## config.mk

```make
export PLATFORM = sky130hd
export DESIGN_NAME = pulse_top
export DESIGN_NICKNAME = d
export VERILOG_FILES = /design/src/source/pulse_pkg.sv /design/src/source/pulse_cfg_if.sv /design/src/source/uart_rx.sv /design/src/source/uart_tx.sv /design/src/source/pulse_control.sv /design/src/source/pulse_sequencer.sv /design/src/source/pulse_top.sv
export SDC_FILE = /design/constraint.sdc
export NUM_CORES = 1
export LEC_CHECK = 0
export ABC_AREA = 1
export BUFFER_PORTS_ARGS = -buffer_cell sky130_fd_sc_hd__buf_2
export CAP_MARGIN = 20
export CORE_MARGIN = 2
export CORE_UTILIZATION = 39
export DETAILED_ROUTE_END_ITERATION = 8
export MAX_ROUTING_LAYER = met4
export SLEW_MARGIN = 20
export SYNTH_ARGS = -nofsm -noshare
export SYNTH_HDL_FRONTEND = slang
export SYNTH_SLANG_ARGS = --single-unit
export TNS_END_PERCENT = 50
```

## constraint.sdc

```tcl
create_clock -name clk -period 5.6 [get_ports clk]
set_input_delay 0.84 -clock clk [delete_from_list [all_inputs] [get_ports clk]]
set_output_delay 0.84 -clock clk [all_outputs]
set_load 0.02 [all_outputs]
```

## src/source/pulse_pkg.sv

```systemverilog
package pulse_pkg;

   // Gate field widths
   localparam int LEAD_W = 8;                // Gate lead before pulse 1
   localparam int BOFF_W = 16;               // Gate hold after pulse 2

   localparam int FRAME_BYTES = 5;           // 4 value bytes + control byte

   // Control byte codes
   typedef enum logic [7:0] {
      SET_DELAY  = 8'd0,
      SET_PERIOD = 8'd1,
      SET_PULSE1 = 8'd2,
      SET_PULSE2 = 8'd3,
      SET_GATE   = 8'd4,
      SET_ECHO   = 8'd5
   } cmd_e;

   // Value word, read whole or as gate fields
   typedef union packed {
      logic [31:0] word;
      struct packed {
         logic [BOFF_W-1:0] block_off;       // Bits 31:16
         logic [LEAD_W-1:0] lead;            // Bits 15:8
         logic [5:0]        spare;
         logic              block_en;        // Bit 1
         logic              pump;            // Bit 0, pulse 1 enable
      } gate;
   } value_u;

   // Reset defaults, all in clk cycles
   localparam logic [31:0] DEF_PERIOD = 32'd201000;
   localparam logic [31:0] DEF_P1WIDTH = 32'd30;
   localparam logic [31:0] DEF_P2WIDTH = 32'd30;
   localparam logic [31:0] DEF_DELAY = 32'd200;
   localparam logic [LEAD_W-1:0] DEF_LEAD = 8'd50;
   localparam logic [BOFF_W-1:0] DEF_BLOCK_OFF = 16'd100;
   localparam logic DEF_PUMP = 1'b1;
   localparam logic DEF_BLOCK_EN = 1'b1;
   localparam logic DEF_ECHO = 1'b1;         // Echo pulse on

endpackage

```

## src/source/pulse_cfg_if.sv

```systemverilog
interface pulse_cfg_if;
   import pulse_pkg::*;

   // Live pulse parameter set
   logic [31:0]       period;                // Cycles per repetition
   logic [31:0]       p1width;
   logic [31:0]       delay;                 // Gap between pulse 1 and pulse 2
   logic [31:0]       p2width;
   logic [LEAD_W-1:0] lead;                  // Gate open to pulse 1
   logic [BOFF_W-1:0] block_off;             // Pulse 2 end to gate close
   logic              pump;                  // Pulse 1 enable
   logic              block_en;              // Gate enable
   logic              echo;                  // Pulse 2 enable

   // Controller side drives everything
   modport ctrl (
      output period, p1width, delay, p2width,
      output lead, block_off,
      output pump, block_en, echo
   );

   // Sequencer only reads
   modport seq (
      input period, p1width, delay, p2width,
      input lead, block_off,
      input pump, block_en, echo
   );

endinterface

```

## src/source/uart_rx.sv

```systemverilog
module uart_rx #(
   parameter int CLKS_PER_BIT = 16
) (
   input  logic       clk,
   input  logic       arst_n,
   input  logic       rx,
   output logic       rx_valid,
   output logic [7:0] rx_data,
   output logic       rx_error
);

   localparam int CNT_W = (CLKS_PER_BIT > 1) ? $clog2(CLKS_PER_BIT) : 1;
   localparam logic [CNT_W-1:0] HALF_M1 = CNT_W'(CLKS_PER_BIT / 2 - 1);
   localparam logic [CNT_W-1:0] FULL_M1 = CNT_W'(CLKS_PER_BIT - 1);

   // FSM states
   localparam logic [1:0] S_IDLE = 2'd0;
   localparam logic [1:0] S_START = 2'd1;
   localparam logic [1:0] S_DATA = 2'd2;
   localparam logic [1:0] S_STOP = 2'd3;

   logic             rx_meta, rx_sync, rx_prev;
   logic [1:0]       state;
   logic [CNT_W-1:0] baud_cnt;
   logic [2:0]       bit_cnt;
   logic [7:0]       shift_q;

   // Two-flop synchronizer plus one stage for edge detect
   always_ff @(posedge clk or negedge arst_n) begin
      if (!arst_n) begin
         rx_meta <= 1'b1;                    // Line idles high
         rx_sync <= 1'b1;
         rx_prev <= 1'b1;
      end else begin
         rx_meta <= rx;
         rx_sync <= rx_meta;
         rx_prev <= rx_sync;
      end
   end

   always_ff @(posedge clk or negedge arst_n) begin
      if (!arst_n) begin
         state    <= S_IDLE;
         baud_cnt <= '0;
         bit_cnt  <= '0;
         rx_valid <= 1'b0;
         rx_error <= 1'b0;
      end else begin
         rx_valid <= 1'b0;                   // Strobes by default
         rx_error <= 1'b0;
         baud_cnt <= baud_cnt + 1'b1;
         case (state)
            S_IDLE: begin
               baud_cnt <= '0;
               // Falling edge only, a line stuck low after a bad stop bit is ignored
               if (rx_prev && !rx_sync) state <= S_START;
            end
            S_START: if (baud_cnt == HALF_M1) begin
               baud_cnt <= '0;
               bit_cnt  <= '0;
               state    <= rx_sync ? S_IDLE : S_DATA; // Glitch rejected
            end
            S_DATA: if (baud_cnt == FULL_M1) begin
               baud_cnt <= '0;
               bit_cnt  <= bit_cnt + 1'b1;
               if (bit_cnt == 3'd7) state <= S_STOP;
            end
            S_STOP: if (baud_cnt == FULL_M1) begin
               rx_valid <= rx_sync;          // Good stop bit
               rx_error <= !rx_sync;         // Framing error
               state    <= S_IDLE;
            end
         endcase
      end
   end

   // Data bits arrive LSB first, sampled mid-bit
   always_ff @(posedge clk) begin
      if (state == S_DATA && baud_cnt == FULL_M1) shift_q <= {rx_sync, shift_q[7:1]};
   end

   assign rx_data = shift_q;

endmodule

```

## src/source/uart_tx.sv

```systemverilog
module uart_tx #(
   parameter int CLKS_PER_BIT = 16
) (
   input  logic       clk,
   input  logic       arst_n,
   input  logic       tx_valid,
   input  logic [7:0] tx_data,
   output logic       tx,
   output logic       tx_credit
);

   localparam int CNT_W = (CLKS_PER_BIT > 1) ? $clog2(CLKS_PER_BIT) : 1;
   localparam logic [CNT_W-1:0] FULL_M1 = CNT_W'(CLKS_PER_BIT - 1);

   localparam logic [1:0] S_IDLE = 2'd0;
   localparam logic [1:0] S_START = 2'd1;
   localparam logic [1:0] S_DATA = 2'd2;
   localparam logic [1:0] S_STOP = 2'd3;

   logic [1:0]       state;
   logic [CNT_W-1:0] baud_cnt;
   logic [2:0]       bit_cnt;
   logic [7:0]       shift_q;                // The one buffer slot
   logic             bit_end;

   assign bit_end = (baud_cnt == FULL_M1);

   always_ff @(posedge clk or negedge arst_n) begin
      if (!arst_n) begin
         state     <= S_IDLE;
         baud_cnt  <= '0;
         bit_cnt   <= '0;
         tx        <= 1'b1;                  // Idle high
         tx_credit <= 1'b0;
      end else begin
         tx_credit <= 1'b0;
         baud_cnt  <= bit_end ? '0 : baud_cnt + 1'b1;
         case (state)
            S_IDLE: begin
               baud_cnt <= '0;
               if (tx_valid) begin
                  tx    <= 1'b0;             // Start bit
                  state <= S_START;
               end
            end
            S_START: if (bit_end) begin
               tx      <= shift_q[0];
               bit_cnt <= '0;
               state   <= S_DATA;
            end
            S_DATA: if (bit_end) begin
               bit_cnt <= bit_cnt + 1'b1;
               if (bit_cnt == 3'd7) begin
                  tx    <= 1'b1;             // Stop bit
                  state <= S_STOP;
               end else begin
                  tx <= shift_q[1];          // Next bit, shift happens this edge
               end
            end
            S_STOP: if (bit_end) begin
               tx_credit <= 1'b1;            // Slot free again
               state     <= S_IDLE;
            end
         endcase
      end
   end

   always_ff @(posedge clk) begin
      if (state == S_IDLE && tx_valid) shift_q <= tx_data;
      else if (state == S_DATA && bit_end) shift_q <= {1'b0, shift_q[7:1]};
   end

endmodule

```

## src/source/pulse_control.sv

```systemverilog
module pulse_control (
   input  logic       clk,
   input  logic       arst_n,
   input  logic       rx_valid,
   input  logic [7:0] rx_data,
   input  logic       rx_error,
   input  logic       tx_credit,
   output logic       tx_valid,
   output logic [7:0] tx_data,
   pulse_cfg_if.ctrl  cfg
);
   import pulse_pkg::*;

   logic [2:0] byte_cnt;                     // Position in the frame
   value_u     value_q;                      // Value bytes, LSB first
   logic [7:0] sum_q;                        // Running checksum
   logic [7:0] reply_q;                      // Pending reply byte
   logic       pend_q;
   logic [1:0] credit_cnt;                   // Free slots in uart_tx
   logic       last_byte;
   logic       frame_end;
   logic       send;

   assign last_byte = (byte_cnt == 3'(FRAME_BYTES - 1));
   assign frame_end = rx_valid && last_byte;   // Control byte arriving
   assign send = pend_q && (credit_cnt != 2'd0);

   // Frame byte counter, dropped back to zero on a framing error
   always_ff @(posedge clk or negedge arst_n) begin
      if (!arst_n) begin
         byte_cnt <= '0;
      end else if (rx_error) begin
         byte_cnt <= '0;
      end else if (rx_valid) begin
         byte_cnt <= last_byte ? 3'd0 : byte_cnt + 3'd1;
      end
   end

   // Value assembly and checksum
   always_ff @(posedge clk) begin
      if (rx_valid && !last_byte) begin
         value_q.word[{byte_cnt[1:0], 3'b000} +: 8] <= rx_data;
         sum_q <= (byte_cnt == 3'd0) ? rx_data : sum_q + rx_data; // Restart on byte 0
      end
   end

   // Parameter registers, written one cycle after the control byte
   always_ff @(posedge clk or negedge arst_n) begin
      if (!arst_n) begin
         cfg.period    <= DEF_PERIOD;
         cfg.p1width   <= DEF_P1WIDTH;
         cfg.delay     <= DEF_DELAY;
         cfg.p2width   <= DEF_P2WIDTH;
         cfg.lead      <= DEF_LEAD;
         cfg.block_off <= DEF_BLOCK_OFF;
         cfg.pump      <= DEF_PUMP;
         cfg.block_en  <= DEF_BLOCK_EN;
         cfg.echo      <= DEF_ECHO;
      end else if (frame_end) begin
         case (cmd_e'(rx_data))
            SET_DELAY:  cfg.delay   <= value_q.word;
            SET_PERIOD: cfg.period  <= value_q.word;
            SET_PULSE1: cfg.p1width <= value_q.word;
            SET_PULSE2: cfg.p2width <= value_q.word;
            SET_GATE: begin
               cfg.pump      <= value_q.gate.pump;
               cfg.block_en  <= value_q.gate.block_en;
               cfg.lead      <= value_q.gate.lead;
               cfg.block_off <= value_q.gate.block_off;
            end
            SET_ECHO: cfg.echo <= value_q.word[0];
            default: ;                       // Unknown code, reply only
         endcase
      end
   end

   // Reply queue, a newer frame overwrites a waiting checksum
   always_ff @(posedge clk or negedge arst_n) begin
      if (!arst_n) begin
         pend_q     <= 1'b0;
         tx_valid   <= 1'b0;
         credit_cnt <= 2'd1;                 // uart_tx starts empty
      end else begin
         tx_valid <= send;
         if (frame_end) pend_q <= 1'b1;
         else if (send) pend_q <= 1'b0;
         case ({send, tx_credit})
            2'b10: credit_cnt <= credit_cnt - 2'd1;
            2'b01: credit_cnt <= credit_cnt + 2'd1;
            default: ;                       // None or both, no change
         endcase
      end
   end

   always_ff @(posedge clk) begin
      if (frame_end) reply_q <= sum_q;
      if (send) tx_data <= reply_q;
   end

endmodule

```

## src/source/pulse_sequencer.sv

```systemverilog
module pulse_sequencer (
   input  logic      clk,
   input  logic      arst_n,
   pulse_cfg_if.seq  cfg,
   output logic      pulse_out,
   output logic      block_out
);

   logic        run_q;                       // Set from first period start on
   logic [31:0] cnt_q;                       // Cycle within period
   logic        load;                        // Next cycle is a period start

   // Shadow config as window edges
   logic [31:0] last_q;
   logic [31:0] p1_on, p1_off;
   logic [31:0] p2_on, p2_off;
   logic [31:0] blk_end;
   logic        pump_q, echo_q, blk_en_q;

   logic [31:0] p1_end_c, p2_on_c, p2_end_c;

   assign load = !run_q || (cnt_q == last_q);

   // Edge sums from the live config
   assign p1_end_c = 32'(cfg.lead) + cfg.p1width;
   assign p2_on_c = p1_end_c + cfg.delay;
   assign p2_end_c = p2_on_c + cfg.p2width;

   always_ff @(posedge clk or negedge arst_n) begin
      if (!arst_n) begin
         run_q <= 1'b0;
         cnt_q <= '0;
      end else begin
         run_q <= 1'b1;
         cnt_q <= load ? 32'd0 : cnt_q + 32'd1;
      end
   end

   // Latched once per period so a change never cuts a pulse short
   always_ff @(posedge clk) begin
      if (load) begin
         last_q   <= (cfg.period < 32'd2) ? 32'd1 : cfg.period - 32'd1; // Min period 2
         p1_on    <= 32'(cfg.lead);
         p1_off   <= p1_end_c;
         p2_on    <= p2_on_c;
         p2_off   <= p2_end_c;
         blk_end  <= p2_end_c + 32'(cfg.block_off);
         pump_q   <= cfg.pump;
         echo_q   <= cfg.echo;
         blk_en_q <= cfg.block_en;
      end
   end

   // Window compares
   assign pulse_out = run_q &&
                      ((pump_q && cnt_q >= p1_on && cnt_q < p1_off) ||
                       (echo_q && cnt_q >= p2_on && cnt_q < p2_off));
   assign block_out = run_q && blk_en_q && (cnt_q < blk_end); // Gate from cycle 0

endmodule

```

## src/source/pulse_top.sv

```systemverilog
module pulse_top #(
   parameter int CLKS_PER_BIT = 16
) (
   input  logic clk,
   input  logic arst_n,
   input  logic rx,
   output logic tx,
   output logic pulse_out,
   output logic block_out,
   output logic rx_error
);

   logic       rx_valid;
   logic [7:0] rx_data;
   logic       tx_valid;
   logic [7:0] tx_data;
   logic       tx_credit;

   pulse_cfg_if i_cfg ();                    // Live parameters

   uart_rx #(.CLKS_PER_BIT(CLKS_PER_BIT)) i_uart_rx (
      .clk      (clk),
      .arst_n   (arst_n),
      .rx       (rx),
      .rx_valid (rx_valid),
      .rx_data  (rx_data),
      .rx_error (rx_error)
   );

   uart_tx #(.CLKS_PER_BIT(CLKS_PER_BIT)) i_uart_tx (
      .clk       (clk),
      .arst_n    (arst_n),
      .tx_valid  (tx_valid),
      .tx_data   (tx_data),
      .tx        (tx),
      .tx_credit (tx_credit)
   );

   pulse_control i_control (
      .clk       (clk),
      .arst_n    (arst_n),
      .rx_valid  (rx_valid),
      .rx_data   (rx_data),
      .rx_error  (rx_error),
      .tx_credit (tx_credit),
      .tx_valid  (tx_valid),
      .tx_data   (tx_data),
      .cfg       (i_cfg.ctrl)
   );

   pulse_sequencer i_sequencer (
      .clk       (clk),
      .arst_n    (arst_n),
      .cfg       (i_cfg.seq),
      .pulse_out (pulse_out),
      .block_out (block_out)
   );

endmodule

```

==> results.json <==
{
  "status": "finished with violations",
  "violations": "setup timing",
  "relSlewSlack_pct": 47.5,
  "cts_max_level": 2,
  "crit_required_ns": 5.97,
  "port_buffers": 6,
  "reg2reg_from": "i_control.cfg.p1width[0]$_DFFE_PN0P_",
  "routed_wl_um": 81800,
  "synth_compound_gate_area_share_pct": 9.99,
  "min_period_ns": 5.61,
  "synth_nets": 3399,
  "reg2regPathDepth": 35,
  "synth_simple_gate_area_share_pct": 20.0,
  "drive_gt1_share_pct": 24.4,
  "dp_hpwl_um": 61000,
  "row_count": 97,
  "min_period_over_period_pct": 100,
  "worstSetupEndpointType": "flop",
  "r2r-end": "i_sequencer.blk_end[27]$_DFFE_PN_",
  "num_vias": 22500,
  "worstMarginPinSlew_ns": 0.787,
  "critPathMaxStageDelay_ns": 0.41,
  "hold_path_class": "input pin to async pin",
  "dr.pass1.iters": 5,
  "synth_top_family_by_area": "simple AND/OR/NAND/NOR gates",
  "seq_area_frac_synth_pct": 46.5,
  "cts_tree": "done",
  "crit_type": "flop to flop",
  "grt_pass1_wl_um": 123000,
  "hold_violations": 0,
  "ys_warn_count": 0,
  "p_per_area_nw_per_um2": 219,
  "die_area_um2": 73000,
  "reg2reg_setup_slack_ns": -0.01,
  "grtUsageTotal_pct": 22.8,
  "syn_avg_cell_area_um2": 8.80,
  "rsz0062_at_grt": "true",
  "leakage_nw": 16.9,
  "synth_area_um2": 27600,
  "slew_viol_final": 0,
  "io_pins": 7,
  "syn_to_final_growth_pct": 26.9,
  "die_w_um": 270,
  "overflow": 0,
  "initial_core_util_pct": 39.5,
  "die_y_um": 270,
  "fmax_ghz": 0.178,
  "synth_xor_area_share_pct": 4.63,
  "drtIter0Drc": 1495,
  "wl_per_cell_um": 18.1,
  "synth-seq-cells": 463,
  "skew_ns": 0.0546,
  "synth-edff-count": 243,
  "viasPerCell": 5.00,
  "routabilityCongestion": 0.988,
  "drv_cap": 0,
  "arrival_ns": 5.98,
  "synthAdderAreaFrac_pct": 11.7,
  "finalSetupViolations": 2,
  "clock_latency_ns": 0.65,
  "ys.flop_type": "edfxtp_1",
  "post-route-drc-count": 0,
  "pre_cts_slack_ns": -0.441,
  "critPathSlowestCell": "dfrtp_1",
  "coreArea_um2": 70000,
  "startpoint_type": "flop",
  "ys_async_sr_fraction_pct": 47.5,
  "antenna_found_initial": 3,
  "clk_pin_slew_ns": 0.06,
  "clockBufferDepth": 3,
  "nets": 3780,
  "num-fill-cells": 6429,
  "irDropWorstVdd_v": 0.000272,
  "cts_sinks": 463,
  "antenna_left": 0,
  "cts_root_buf": "clkbuf_16",
  "synthCells": 3140,
  "cts_buffers": 54,
  "synth_mux_area_share_pct": 0.285,
  "grt_pass1_vias": 21900,
  "final_util_pct": 50.1,
  "cpLargestDelayFamily": "simple AND/OR/NAND/NOR gates",
  "grt_max_degree": 121,
  "worst_slack_ns": -0.0136,
  "path_max_fanout": 4,
  "worst-path-buf-inv": 7,
  "ys_types": 56
}
flip-flops by register name (all words and copies together), names as in the netlist, 16 cells and up, named ones only:
register / count
i_control.cfg.block_off: 16
i_control.cfg.delay: 32
i_control.cfg.p1width: 32
i_control.cfg.p2width: 32
i_control.cfg.period: 32
i_control.value_q: 32
i_sequencer.blk_end: 32
i_sequencer.cnt_q: 32
i_sequencer.last_q: 32
i_sequencer.p1_off: 32
i_sequencer.p2_off: 32
i_sequencer.p2_on: 32
per-stage QoR:
step	cell area (um^2)	instances	hold WS [ns]	total power (W)	setup TNS, ns
3_3_place_gp	31100	4356	0.349	0.00409	-4.22
3_5_place_dp	31100	4356	0.349	0.00410	-4.90
2_1_floorplan	27600	3140	0.345	0.00398	0
5_1_grt	35100	4509	0.0644	0.00794	-3.50
6_report	35100	4510	0.0558	0.00767	-0.0172
4_1_cts	33700	4484	0.0433	0.00774	0
layer usage:
| metal | part of all wire (%) | GRT usage [%] |
|---|---|---|
| met5 | 0 | - |
| met4 | 4.4 | 9.65 |
| met2 | 44 | 34.1 |
| met3 | 6.4 | 4.61 |
| met1 | 45 | 30.0 |
cells in the final DEF (no fill, tap or decap), types with 31 or more instances in the layout:
cell | synthesis | layout
nor2_1 | 245 | 219
nand2_2 | 29 | 72
dfstp_2 | 31 | 31
nand3_1 | 116 | 101
a21oi_1 | 194 | 158
dfrtp_1 | 189 | 189
edfxtp_1 | 243 | 243
inv_1 | 448 | 434
nand2_1 | 662 | 594
a21oi_2 | 7 | 35
nand4_1 | 51 | 51
nor3_1 | 48 | 42
buf_4 | 0 | 357
xnor2_1 | 63 | 53
clkbuf_16 | 0 | 54
o21ai_0 | 218 | 206
ha_1 | 251 | 211
xor2_1 | 83 | 62
ha_4 | 0 | 37
report_power, final:
group	internal (W)	total, W	switching [W]	leakage [nW]
sequential	0.00367	0.00372	0.0000497	5.22
combinational	0.0000987	0.000309	0.000210	10.8
clock	0.00212	0.00364	0.00152	0.915
worst reg2reg max path: cells and delay by family, from the launching register on:
kind	cells	cell delay (ns)
AOI/OAI and AO/OA	4	0.57
DFF	1	0.41
adders and majority gates	4	1.17
xor gates and xnor gates	3	0.47
buffers and inverters	7	0.77
and+or+nand+nor	17	1.94
worst max path at each step:
stage / from / end / slack (ns) / cells after the start
after floorplan: i_control.cfg.p1width[0]$_DFFE_PN0P_ / i_sequencer.blk_end[27]$_DFFE_PN_ / 0.24 / 34
after global placement: i_control.cfg.p1width[0]$_DFFE_PN0P_ / i_sequencer.blk_end[26]$_DFFE_PN_ / -0.39 / 34
after detailed placement: i_control.cfg.p1width[0]$_DFFE_PN0P_ / i_sequencer.blk_end[26]$_DFFE_PN_ / -0.44 / 34
after CTS: i_control.cfg.p1width[4]$_DFFE_PN1P_ / i_sequencer.blk_end[31]$_DFFE_PN_ / 0.003 / 36
after global routing: i_control.cfg.lead[6]$_DFFE_PN0P_ / i_sequencer.blk_end[31]$_DFFE_PN_ / -0.37 / 39
final: i_control.cfg.p1width[0]$_DFFE_PN0P_ / i_sequencer.blk_end[27]$_DFFE_PN_ / -0.01 / 35
cell families after synthesis:
| family | Yosys count |
|---|---|
| AO/OA/AOI/OAI | 512 |
| AND/OR/NAND/NOR | 1248 |
| buffers and inverters | 507 |
| adder cells (fa/ha/maj) | 256 |
| XOR/XNOR | 146 |
| flip-flops | 463 |
| multiplexers | 7 |
| other | 1 |
Yosys cell counts, drive strengths merged, types with 2 or more instances:
cell type / instances / area (um^2)
nor4: 20 / 131
a21o: 6 / 45.0
a21oi: 201 / 1030
edfxtp: 243 / 7300
inv: 457 / 1720
and2: 4 / 26.3
clkbuf: 43 / 161
o211ai: 5 / 37.5
nand3: 124 / 668
nand2: 694 / 2700
dfrtp: 189 / 4730
a211oi: 5 / 37.5
xnor2: 63 / 552
nand4: 56 / 382
or2: 15 / 93.8
a21boi: 4 / 30.0
nor3: 56 / 333
o221ai: 4 / 35.0
dfstp: 31 / 815
nor3b: 5 / 47.5
nor2: 269 / 1090
fa: 5 / 100
o21a: 14 / 105
o21bai: 13 / 97.6
nand3b: 5 / 37.5
o22ai: 5 / 31.3
a31oi: 6 / 37.5
mux2: 7 / 78.8
o21ai: 242 / 1210
o311ai: 2 / 17.5
ha: 251 / 3140
xor2: 83 / 727
buf: 6 / 28.8
timing repair:
item,4_1_cts,5_1_grt
endpoints found under the setup margin,22,27
pin swaps,47,120
gates cloned,0,0
setup buffers,26,28
hold buffers,0,0
resized for setup,112,233
cell type report:
type	instances	area, um^2	area share [%]
Sequential cell	463	12800	36.6
Clock buffer	75	1570	4.48
Timing Repair Buffer	374	2860	8.16
Multi-Input combinational cell	2170	14600	41.6
Inverter	458	1730	4.92
Tap cell	940	1180	3.35
Antenna cell	3	7.51	0.0214
Clock inverter	27	295	0.842
No activity file was read; power rests on OpenSTA's default activity.
